==> src/include/hough_params.svh <==
// Fixed sizes for the 16x16 Hough core; the RTL is hard-wired to these values and does not scale
`ifndef HOUGH_PARAMS_SVH
`define HOUGH_PARAMS_SVH

// Image geometry
`define HOUGH_IMG_SIZE 16          // Pixels per side
`define HOUGH_IMG_BYTES 32         // Eight pixels per byte, LSB first

// Hough space
`define HOUGH_RHO_BINS 16          // Rho bins after saturation
`define HOUGH_THETA_BINS 16        // Theta steps of 11.25 degrees
`define HOUGH_ACC_CELLS 256        // Rho bins times theta steps
`define HOUGH_THETA_SPAN 180       // Degrees covered by the theta steps

// Peak selection
`define HOUGH_MAX_LINES 4          // Result slots
`define HOUGH_VOTE_THRESHOLD 5     // Minimum votes for a slot

// Vote counter ceiling, counts stick here
`define HOUGH_VOTE_MAX 63

// Trig lookup is scaled by 2**shift
`define HOUGH_TRIG_SHIFT 8

`endif
==> src/design/hough_pkg.sv <==
// Shared types for the Hough core; widths follow the size macros and assume power-of-two sizes
`include "hough_params.svh"

package hough_pkg;

    // Run phases of the sequencer
    typedef enum logic [2:0] {
        IDLE,
        CLEAR_ACC,     // Zero every accumulator cell
        VOTE,          // One pixel-theta pair per cycle
        FIND_PEAKS,    // One accumulator cell per cycle
        DONE_STATE
    } hough_state_t;

    typedef logic [$clog2(`HOUGH_IMG_SIZE)-1:0]   coord_t;      // Pixel x or y
    typedef logic [$clog2(`HOUGH_THETA_BINS)-1:0] theta_idx_t;  // Theta step
    typedef logic [$clog2(`HOUGH_RHO_BINS)-1:0]   rho_bin_t;    // Saturated rho bin

    // Vote count, wide enough to hold the ceiling
    typedef logic [$clog2(`HOUGH_VOTE_MAX+1)-1:0] vote_t;

    // Accumulator address is rho_bin*16+theta
    typedef logic [$clog2(`HOUGH_ACC_CELLS)-1:0]  acc_addr_t;

    typedef logic [7:0] line_field_t;  // Byte-wide result field

endpackage

==> src/design/hough_top.sv <==
// Hough line detector top; load the 32 image bytes while idle, then pulse start and wait for done
`include "hough_params.svh"

module hough_top (
    input  logic                   clk,
    input  logic                   reset_n,
    input  logic                   start,
    output logic                   busy,
    output logic                   done,
    input  logic                   wr_en,
    input  logic [7:0]             wr_addr,
    input  logic [7:0]             wr_data,
    output hough_pkg::line_field_t num_lines,
    output hough_pkg::line_field_t line_rho   [`HOUGH_MAX_LINES],
    output hough_pkg::line_field_t line_theta [`HOUGH_MAX_LINES],
    output hough_pkg::line_field_t line_votes [`HOUGH_MAX_LINES]
);

    import hough_pkg::*;

    // Sequencer to image path
    coord_t     pixel_x;
    coord_t     pixel_y;
    theta_idx_t theta_idx;
    logic       edge_bit;
    rho_bin_t   rho_bin;

    // Accumulator port
    acc_addr_t  acc_addr;
    logic       acc_clear;
    logic       acc_incr;
    vote_t      acc_votes;

    // Scan stream into the tracker
    logic       track_clear;
    logic       scan_valid;
    rho_bin_t   scan_rho;
    theta_idx_t scan_theta;

    edge_image_buffer u_image (
        .clk(clk), .reset_n(reset_n), .wr_en(wr_en), .wr_addr(wr_addr), .wr_data(wr_data),
        .pixel_x(pixel_x), .pixel_y(pixel_y), .edge_bit(edge_bit)
    );

    rho_binner u_rho (
        .pixel_x(pixel_x), .pixel_y(pixel_y), .theta_idx(theta_idx), .rho_bin(rho_bin)
    );

    hough_accumulator u_acc (
        .clk(clk), .acc_addr(acc_addr), .acc_clear(acc_clear), .acc_incr(acc_incr),
        .acc_votes(acc_votes)
    );

    // Tracker count is the line count seen by the host
    peak_tracker u_peaks (
        .clk(clk), .reset_n(reset_n), .track_clear(track_clear), .scan_valid(scan_valid),
        .scan_rho(scan_rho), .scan_theta(scan_theta), .acc_votes(acc_votes),
        .line_count(num_lines), .line_rho(line_rho), .line_theta(line_theta),
        .line_votes(line_votes)
    );

    hough_sequencer u_seq (
        .clk(clk), .reset_n(reset_n), .start(start), .busy(busy), .done(done),
        .pixel_x(pixel_x), .pixel_y(pixel_y), .theta_idx(theta_idx),
        .edge_bit(edge_bit), .rho_bin(rho_bin),
        .acc_addr(acc_addr), .acc_clear(acc_clear), .acc_incr(acc_incr),
        .track_clear(track_clear), .scan_valid(scan_valid),
        .scan_rho(scan_rho), .scan_theta(scan_theta)
    );

endmodule

==> src/design/hough_sequencer.sv <==
// Run control; start is taken only in IDLE and a run takes a fixed 4611 cycles from start to done
`include "hough_params.svh"

module hough_sequencer (
    input  logic                     clk,
    input  logic                     reset_n,
    input  logic                     start,        // Pulse, ignored while busy
    output logic                     busy,
    output logic                     done,         // One-cycle pulse
    output hough_pkg::coord_t        pixel_x,      // Doubles as rho during the scan
    output hough_pkg::coord_t        pixel_y,      // Doubles as theta during the scan
    output hough_pkg::theta_idx_t    theta_idx,
    input  logic                     edge_bit,
    input  hough_pkg::rho_bin_t      rho_bin,
    output hough_pkg::acc_addr_t     acc_addr,
    output logic                     acc_clear,
    output logic                     acc_incr,
    output logic                     track_clear,
    output logic                     scan_valid,
    output hough_pkg::rho_bin_t      scan_rho,
    output hough_pkg::theta_idx_t    scan_theta
);

    import hough_pkg::*;

    hough_state_t state;
    logic [$clog2(`HOUGH_ACC_CELLS):0] clear_count;  // One extra bit marks the end of the sweep
    logic clear_busy;
    logic last_theta;
    logic last_x;
    logic last_y;

    assign clear_busy = (clear_count < `HOUGH_ACC_CELLS);
    assign last_theta = (theta_idx == theta_idx_t'(`HOUGH_THETA_BINS - 1));
    assign last_x     = (pixel_x == coord_t'(`HOUGH_IMG_SIZE - 1));
    assign last_y     = (pixel_y == coord_t'(`HOUGH_IMG_SIZE - 1));

    always_ff @(posedge clk or negedge reset_n) begin
        if (!reset_n) begin
            state       <= IDLE;
            busy        <= 1'b0;
            done        <= 1'b0;
            clear_count <= '0;
            pixel_x     <= '0;
            pixel_y     <= '0;
            theta_idx   <= '0;
        end else begin
            done <= 1'b0;   // Default low, set only in DONE_STATE
            case (state)
                IDLE: begin
                    if (start) begin
                        busy        <= 1'b1;
                        clear_count <= '0;
                        state       <= CLEAR_ACC;
                    end
                end
                CLEAR_ACC: begin
                    if (clear_busy) begin
                        clear_count <= clear_count + 1'b1;
                    end else begin
                        pixel_x   <= '0;   // Extra cycle to hand over to voting
                        pixel_y   <= '0;
                        theta_idx <= '0;
                        state     <= VOTE;
                    end
                end
                VOTE: begin
                    // Theta innermost, then x, then y
                    theta_idx <= theta_idx + 1'b1;
                    if (last_theta) begin
                        pixel_x <= pixel_x + 1'b1;
                        if (last_x) begin
                            pixel_y <= pixel_y + 1'b1;
                            if (last_y) state <= FIND_PEAKS;   // All counters wrap to 0
                        end
                    end
                end
                FIND_PEAKS: begin
                    // Theta inner on pixel_y, rho outer on pixel_x
                    pixel_y <= pixel_y + 1'b1;
                    if (pixel_y == coord_t'(`HOUGH_THETA_BINS - 1)) begin
                        pixel_x <= pixel_x + 1'b1;
                        if (pixel_x == coord_t'(`HOUGH_RHO_BINS - 1)) state <= DONE_STATE;
                    end
                end
                DONE_STATE: begin
                    done  <= 1'b1;
                    busy  <= 1'b0;
                    state <= IDLE;
                end
                default: state <= IDLE;
            endcase
        end
    end

    // Accumulator address per phase
    always_comb begin
        case (state)
            CLEAR_ACC:  acc_addr = acc_addr_t'(clear_count);
            VOTE:       acc_addr = {rho_bin, theta_idx};   // rho*16+theta
            FIND_PEAKS: acc_addr = {pixel_x, pixel_y};
            default:    acc_addr = '0;
        endcase
    end

    assign acc_clear   = (state == CLEAR_ACC) && clear_busy;
    assign acc_incr    = (state == VOTE) && edge_bit;   // Only edge pixels vote
    assign track_clear = (state == IDLE) && start;      // Same edge as the state change
    assign scan_valid  = (state == FIND_PEAKS);
    assign scan_rho    = rho_bin_t'(pixel_x);
    assign scan_theta  = theta_idx_t'(pixel_y);

endmodule

==> src/design/peak_tracker.sv <==
// Top-4 peak list; ties keep the earlier cell and a full list replaces only the lowest-index minimum
`include "hough_params.svh"

module peak_tracker (
    input  logic                     clk,
    input  logic                     reset_n,
    input  logic                     track_clear,   // Empties the list at run start
    input  logic                     scan_valid,    // Current cell is part of the scan
    input  hough_pkg::rho_bin_t      scan_rho,
    input  hough_pkg::theta_idx_t    scan_theta,
    input  hough_pkg::vote_t         acc_votes,
    output hough_pkg::line_field_t   line_count,
    output hough_pkg::line_field_t   line_rho   [`HOUGH_MAX_LINES],
    output hough_pkg::line_field_t   line_theta [`HOUGH_MAX_LINES],
    output hough_pkg::line_field_t   line_votes [`HOUGH_MAX_LINES]
);

    import hough_pkg::*;

    logic [$clog2(`HOUGH_MAX_LINES)-1:0] min_idx;   // Weakest slot, lowest index on ties
    logic [$clog2(`HOUGH_MAX_LINES)-1:0] wr_idx;    // Next free slot
    logic        hit;        // Cell reaches the threshold
    logic        has_room;
    logic        beats_min;  // Strictly stronger than the weakest slot
    line_field_t new_votes;
    line_field_t new_theta;  // Theta in whole degrees

    assign hit       = scan_valid && (acc_votes >= vote_t'(`HOUGH_VOTE_THRESHOLD));
    assign has_room  = (line_count < line_field_t'(`HOUGH_MAX_LINES));
    assign wr_idx    = line_count[$clog2(`HOUGH_MAX_LINES)-1:0];
    assign new_votes = line_field_t'(acc_votes);

    // theta_idx*180/16, truncated
    assign new_theta = line_field_t'((32'(scan_theta) * `HOUGH_THETA_SPAN) / `HOUGH_THETA_BINS);

    // Strict compare so the first minimum wins
    always_comb begin
        min_idx = '0;
        for (int i = 1; i < `HOUGH_MAX_LINES; i++) begin
            if (line_votes[i] < line_votes[min_idx]) begin
                min_idx = i[$clog2(`HOUGH_MAX_LINES)-1:0];
            end
        end
    end

    assign beats_min = (new_votes > line_votes[min_idx]);

    always_ff @(posedge clk or negedge reset_n) begin
        if (!reset_n) begin
            line_count <= '0;
            for (int i = 0; i < `HOUGH_MAX_LINES; i++) begin
                line_rho[i]   <= '0;
                line_theta[i] <= '0;
                line_votes[i] <= '0;
            end
        end else if (track_clear) begin
            line_count <= '0;   // No stale lines from the last run
            for (int i = 0; i < `HOUGH_MAX_LINES; i++) begin
                line_rho[i]   <= '0;
                line_theta[i] <= '0;
                line_votes[i] <= '0;
            end
        end else if (hit) begin
            if (has_room) begin
                // Append
                line_rho[wr_idx]   <= line_field_t'(scan_rho);
                line_theta[wr_idx] <= new_theta;
                line_votes[wr_idx] <= new_votes;
                line_count         <= line_count + 1'b1;
            end else if (beats_min) begin
                line_rho[min_idx]   <= line_field_t'(scan_rho);   // Evict the weakest
                line_theta[min_idx] <= new_theta;
                line_votes[min_idx] <= new_votes;
            end
        end
    end

endmodule

==> src/design/hough_accumulator.sv <==
// 256-cell vote store with no reset; contents are only valid after a full clear sweep
`include "hough_params.svh"

module hough_accumulator (
    input  logic                 clk,
    input  hough_pkg::acc_addr_t acc_addr,
    input  logic                 acc_clear,   // Zero the addressed cell
    input  logic                 acc_incr,    // Add one vote to the addressed cell
    output hough_pkg::vote_t     acc_votes
);

    import hough_pkg::*;

    vote_t acc_mem [`HOUGH_ACC_CELLS];
    vote_t cur_votes;
    logic  at_max;

    // Read is combinational, shared by the increment and the scan
    assign cur_votes = acc_mem[acc_addr];
    assign at_max    = (cur_votes == vote_t'(`HOUGH_VOTE_MAX));

    always_ff @(posedge clk) begin
        if (acc_clear) begin
            acc_mem[acc_addr] <= '0;
        end else if (acc_incr && !at_max) begin
            acc_mem[acc_addr] <= cur_votes + 1'b1;   // Sticks at the ceiling
        end
    end

    assign acc_votes = cur_votes;

endmodule

==> src/design/rho_binner.sv <==
// Combinational rho for one pixel and theta step; table is fixed at 16 steps and bins saturate to 0..15
`include "hough_params.svh"

module rho_binner (
    input  hough_pkg::coord_t     pixel_x,
    input  hough_pkg::coord_t     pixel_y,
    input  hough_pkg::theta_idx_t theta_idx,
    output hough_pkg::rho_bin_t   rho_bin
);

    import hough_pkg::*;

    logic signed [15:0] sin_val;   // sin(theta) * 256
    logic signed [15:0] cos_val;   // cos(theta) * 256
    logic signed [15:0] prod_x;
    logic signed [15:0] prod_y;
    logic signed [15:0] rho_sum;   // Scaled rho, fits easily in 16 bits
    logic signed [15:0] rho_raw;

    // Trig lookup, step is 11.25 degrees
    always_comb begin
        case (theta_idx)
            4'd0:    begin sin_val = 16'sd0;   cos_val = 16'sd256;  end  // 0
            4'd1:    begin sin_val = 16'sd50;  cos_val = 16'sd251;  end  // 11.25
            4'd2:    begin sin_val = 16'sd98;  cos_val = 16'sd237;  end  // 22.5
            4'd3:    begin sin_val = 16'sd142; cos_val = 16'sd213;  end  // 33.75
            4'd4:    begin sin_val = 16'sd181; cos_val = 16'sd181;  end  // 45
            4'd5:    begin sin_val = 16'sd213; cos_val = 16'sd142;  end  // 56.25
            4'd6:    begin sin_val = 16'sd237; cos_val = 16'sd98;   end  // 67.5
            4'd7:    begin sin_val = 16'sd251; cos_val = 16'sd50;   end  // 78.75
            4'd8:    begin sin_val = 16'sd256; cos_val = 16'sd0;    end  // 90
            4'd9:    begin sin_val = 16'sd251; cos_val = -16'sd50;  end  // 101.25
            4'd10:   begin sin_val = 16'sd237; cos_val = -16'sd98;  end  // 112.5
            4'd11:   begin sin_val = 16'sd213; cos_val = -16'sd142; end  // 123.75
            4'd12:   begin sin_val = 16'sd181; cos_val = -16'sd181; end  // 135
            4'd13:   begin sin_val = 16'sd142; cos_val = -16'sd213; end  // 146.25
            4'd14:   begin sin_val = 16'sd98;  cos_val = -16'sd237; end  // 157.5
            default: begin sin_val = 16'sd50;  cos_val = -16'sd251; end  // 168.75
        endcase
    end

    always_comb begin
        // Zero-extend the coordinates so the products stay signed
        prod_x  = $signed({1'b0, pixel_x}) * cos_val;
        prod_y  = $signed({1'b0, pixel_y}) * sin_val;
        rho_sum = prod_x + prod_y;
        rho_raw = rho_sum / (16'sd1 <<< `HOUGH_TRIG_SHIFT);  // Signed divide, rounds toward zero

        // Clamp into the bin range
        if (rho_raw < 0) begin
            rho_bin = '0;
        end else if (rho_raw >= `HOUGH_RHO_BINS) begin
            rho_bin = rho_bin_t'(`HOUGH_RHO_BINS - 1);
        end else begin
            rho_bin = rho_bin_t'(rho_raw);
        end
    end

endmodule

==> src/design/edge_image_buffer.sv <==
// Byte-write image store; writes at address 32 or above are dropped and writes during a run are not supported
`include "hough_params.svh"

module edge_image_buffer (
    input  logic               clk,
    input  logic               reset_n,
    input  logic               wr_en,      // One-cycle write strobe
    input  logic [7:0]         wr_addr,
    input  logic [7:0]         wr_data,    // Eight packed pixels
    input  hough_pkg::coord_t  pixel_x,
    input  hough_pkg::coord_t  pixel_y,
    output logic               edge_bit
);

    logic [7:0] img_mem [`HOUGH_IMG_BYTES];
    logic [7:0] pix_idx;     // Linear index y*16+x
    logic       wr_ok;

    // Out-of-range bytes are silently ignored
    assign wr_ok = wr_en && (wr_addr < 8'(`HOUGH_IMG_BYTES));

    always_ff @(posedge clk or negedge reset_n) begin
        if (!reset_n) begin
            for (int i = 0; i < `HOUGH_IMG_BYTES; i++) begin
                img_mem[i] <= '0;   // Image starts blank
            end
        end else if (wr_ok) begin
            img_mem[wr_addr[4:0]] <= wr_data;
        end
    end

    // Row-major index, side is 16 so y lands in the upper nibble
    assign pix_idx = {pixel_y, pixel_x};

    // Upper five bits pick the byte, lower three the bit
    assign edge_bit = img_mem[pix_idx[7:3]][pix_idx[2:0]];

endmodule

==> config.mk <==
export PLATFORM = sky130hd
export DESIGN_NAME = hough_top
export DESIGN_NICKNAME = d
export VERILOG_FILES = /design/src/design/hough_pkg.sv /design/src/design/hough_top.sv /design/src/design/hough_sequencer.sv /design/src/design/peak_tracker.sv /design/src/design/hough_accumulator.sv /design/src/design/rho_binner.sv /design/src/design/edge_image_buffer.sv
export VERILOG_INCLUDE_DIRS = /design/src /design/src/include
export SDC_FILE = /design/constraint.sdc
export NUM_CORES = 2
export LEC_CHECK = 0
export ABC_AREA = 1
export BUFFER_PORTS_ARGS = -buffer_cell sky130_fd_sc_hd__buf_4
export CORE_MARGIN = 2
export CORE_UTILIZATION = 60
export CTS_BUF_LIST = sky130_fd_sc_hd__clkbuf_8
export DETAILED_ROUTE_END_ITERATION = 16
export PLACE_DENSITY = 0.82
export SYNTH_ARGS = -nofsm -noshare
export SYNTH_HDL_FRONTEND = slang
export SYNTH_HIERARCHICAL = 1
export SYNTH_SLANG_ARGS = --single-unit
==> constraint.sdc <==
create_clock -name clk -period 24.4 [get_ports clk]
set_input_delay 1.22 -clock clk [delete_from_list [all_inputs] [get_ports clk]]
set_output_delay 1.22 -clock clk [all_outputs]
set_load 0.02 [all_outputs]
==> flow_metrics.env <==
export IMPL_ctsHoldBuffers=0
export IMPL_gr_usage_all_layers=0.318
export IMPL_pre_cts_slack_ns=11.03
export IMPL_final_common_cell="nand2_1"
export IMPL_grtUsageMet2=0.499
export IMPL_num_vias=62300
export IMPL_ir_drop_uv=114
export IMPL_p_leak_uw=0.0370
export IMPL_holdCritPathClass="input port to async pin"
export IMPL_worst_pin_slew_ns=1.26
export IMPL_maxCapViolCount=0
export IMPL_io_buffers=101
export IMPL_grt_use_met3=0.0802
export IMPL_numCtsBuffers=309
export IMPL_timing_rr_end="u_acc/acc_mem[177][3]$_DFFE_PP_"
export IMPL_globalRouteMet1Util=0.413
export IMPL_grt_pass1_vias=60600
export IMPL_avgSynthCellArea_um2=10.3
export IMPL_r2r_start="u_seq/theta_idx[0]$_DFFE_PN0P_"
export IMPL_grt_pass1_wl_mm=347
export IMPL_io_pins=126
export IMPL_drtAntennaViolNets=0
export IMPL_cts_sinks=1898
export IMPL_htreeDepth=5
export IMPL_crit_type="flop to flop"
export IMPL_cts_resized=0
export IMPL_die_h_um=379
export IMPL_worstPathMaxFanout=111
export IMPL_hold_viol_final=0
export IMPL_r2r_slack_ns=10.61
export IMPL_rr_worst_depth=52
export IMPL_syn_area_um2=84200
export IMPL_cp_slowest_stage_delay_ns=1.03
export IMPL_synth_flop_cell="edfxtp_1"
export IMPL_finalWirelength_mm=229
export IMPL_arrival_ns=14.39
export IMPL_ys_ff_latch=1898
export IMPL_fp_row_count=137
export IMPL_fmax_ghz=0.0725
export IMPL_min_period_ns=13.79
export IMPL_drc=0
export IMPL_drt_pass1_iter_count=7
export IMPL_skew_ns=0.102
export IMPL_end_kind="flop"
export IMPL_initial_core_util=0.604
export IMPL_synth_cell_types=52
export IMPL_seq_area_frac_synth=0.655
export IMPL_wl_per_cell_um=22.1
export IMPL_synth_edf_count=1536
export IMPL_fin_util=0.655
export IMPL_setup_viol=0
export IMPL_slew_violations=0
export IMPL_post_route_period_util=0.565
export IMPL_synthCells=8214
export IMPL_drive_gt1_frac=0.0762
export IMPL_path_common_cell="nand2_1"
export IMPL_maxSlewHeadroom=0.156
export IMPL_rsz0062_at_grt="no"
export IMPL_clockRootBuffer="clkbuf_8"
export IMPL_grt_overflow=0
export IMPL_setup_tns_ns=0
export IMPL_async_reset_ff_frac=0.191
export IMPL_clkTransAtPathRegs_ns=0.06
export IMPL_die_w_um=379
export IMPL_grt_max_degree=213
export IMPL_cp_slowest_cell="buf_4"
export IMPL_worst_slack_ns=10.61
export IMPL_hpwl_mm=134
export IMPL_ys_warn_count=6
export IMPL_gp_congestion=0.967
export IMPL_drt_iter0_markers=8121
export IMPL_die_area_um2=143000
export IMPL_power_density_nw_per_um2=111
export IMPL_status="complete, no violations"
export IMPL_clock_path_buffers=4
export IMPL_antenna_found_initial=6
export IMPL_final_cell_mix="nand2_1, edfxtp_1, nor2_1"
export IMPL_fin_nets=8451
export IMPL_core_area_um2=139000
export IMPL_cts_tree="done"
export IMPL_area_delta_synth_final_pct=8.42
export IMPL_vias_per_cell=6.01
export IMPL_postCtsSetupBuffers=0
export IMPL_clk_latency_ns=1.02
export IMPL_busiest_layer="met2"
export IMPL_cp_required_ns=25.00
export IMPL_critPathLaunchType="flop"
cells by family (layout without fill, tap and decap cells):
group / after synthesis / after routing / synth area share
AOI/OAI and AO/OA: 684 / 684 / 0.0478
other: 1 / 26 / 0.0000445
and+or+nand+nor: 4698 / 4698 / 0.225
adders and majority gates: 160 / 160 / 0.0289
xor gates and xnor gates: 15 / 15 / 0.00156
DFF: 1898 / 1898 / 0.655
buffers and inverters: 758 / 1013 / 0.0420
layout make-up:
cell class,count,area (um^2)
antenna,2,5.00
clock buffer,330,4540
clock inverter,202,993
fill,10100,48000
inverter,307,1180
multi-input combinational,5581,25700
sequential,1898,55200
tap,1876,2350
timing repair buffer,174,1360
where the power goes:
part           switching (uW)  internal [uW]  total [uW]
registers                69.9           3680        3750
logic                    2890            984        3880
clock network            1220           1310        2530
flip-flops by register name, summed over array words and instances (netlist names):
register / cells
u_seq/state: 3
u_seq/pixel_y: 4
u_acc/acc_mem: 1536
u_seq/clear_count: 9
u_seq/pixel_x: 4
u_peaks/line_theta: 32
u_seq/theta_idx: 4
u_seq/busy: 1
u_seq/done: 1
u_peaks/line_count: 8
u_image/img_mem: 256
u_peaks/line_rho: 16
u_peaks/line_votes: 24
per-stage QoR:
step | cell area, um^2 | hold WS (ns) | cells | total power (uW)
2_1_floorplan | 84300 | 0.442 | 8237 | 6360
3_3_place_gp | 85800 | 0.453 | 9836 | 7440
3_5_place_dp | 85800 | 0.460 | 9836 | 7540
4_1_cts | 91300 | 0.157 | 10400 | 10000
5_1_grt | 91300 | 0.195 | 10400 | 10600
6_report | 91300 | 0.174 | 10400 | 10200
worst max-delay path, delay by kind of cell (launching register included):
| family | cells | cell delay, ns |
|---|---|---|
| fa+ha+maj | 9 | 3.64 |
| compound gates | 3 | 0.69 |
| buf+inv | 11 | 2.93 |
| simple gates | 29 | 5.44 |
| flops | 1 | 0.59 |
worst max-delay path by stage:
| stage | start | to | slack (ns) |
|---|---|---|---|
| after global placement | u_seq/theta_idx[0]$_DFFE_PN0P_ | u_acc/acc_mem[176][3]$_DFFE_PP_ | 11.63 |
| final | u_seq/theta_idx[0]$_DFFE_PN0P_ | u_acc/acc_mem[177][3]$_DFFE_PP_ | 10.61 |
| after global routing | u_seq/theta_idx[2]$_DFFE_PN0P_ | u_acc/acc_mem[188][3]$_DFFE_PP_ | 9.83 |
| after floorplan | u_seq/theta_idx[0]$_DFFE_PN0P_ | u_acc/acc_mem[0][2]$_DFFE_PP_ | 4.46 |
| after detailed placement | u_seq/theta_idx[0]$_DFFE_PN0P_ | u_acc/acc_mem[178][3]$_DFFE_PP_ | 11.03 |
| after CTS | u_seq/theta_idx[0]$_DFFE_PN0P_ | u_acc/acc_mem[177][3]$_DFFE_PP_ | 10.95 |
synthesized netlist by cell type, types with 21 or more instances:
master / count / area, um^2
edfxtp_1: 1536 / 46100
nand2_2: 25 / 156
a21oi_1: 105 / 526
nor3_1: 21 / 105
o21ai_0: 330 / 1650
inv_1: 286 / 1070
ha_1: 102 / 1280
fa_1: 58 / 1160
o21ai_1: 30 / 150
buf_4: 49 / 368
a22oi_1: 176 / 1320
nand4_1: 152 / 951
nor2_1: 590 / 2210
nand3_1: 401 / 2010
dfrtp_1: 362 / 9060
clkbuf_1: 169 / 634
buf_1: 48 / 180
buf_6: 42 / 473
buf_2: 141 / 706
nand2_1: 3456 / 13000
per-layer routing:
| metal | part of all wire | routed length [um] | vias to the layer above |
|---|---|---|---|
| li1 | - | - | 27600 |
| met3 | 0.13 | 30700 | 803 |
| met5 | 0.00013 | 29 | - |
| met2 | 0.46 | 105000 | 4350 |
| met4 | 0.051 | 11600 | 4 |
| met1 | 0.35 | 81100 | 29500 |
(Power assumes the default switching activity.)
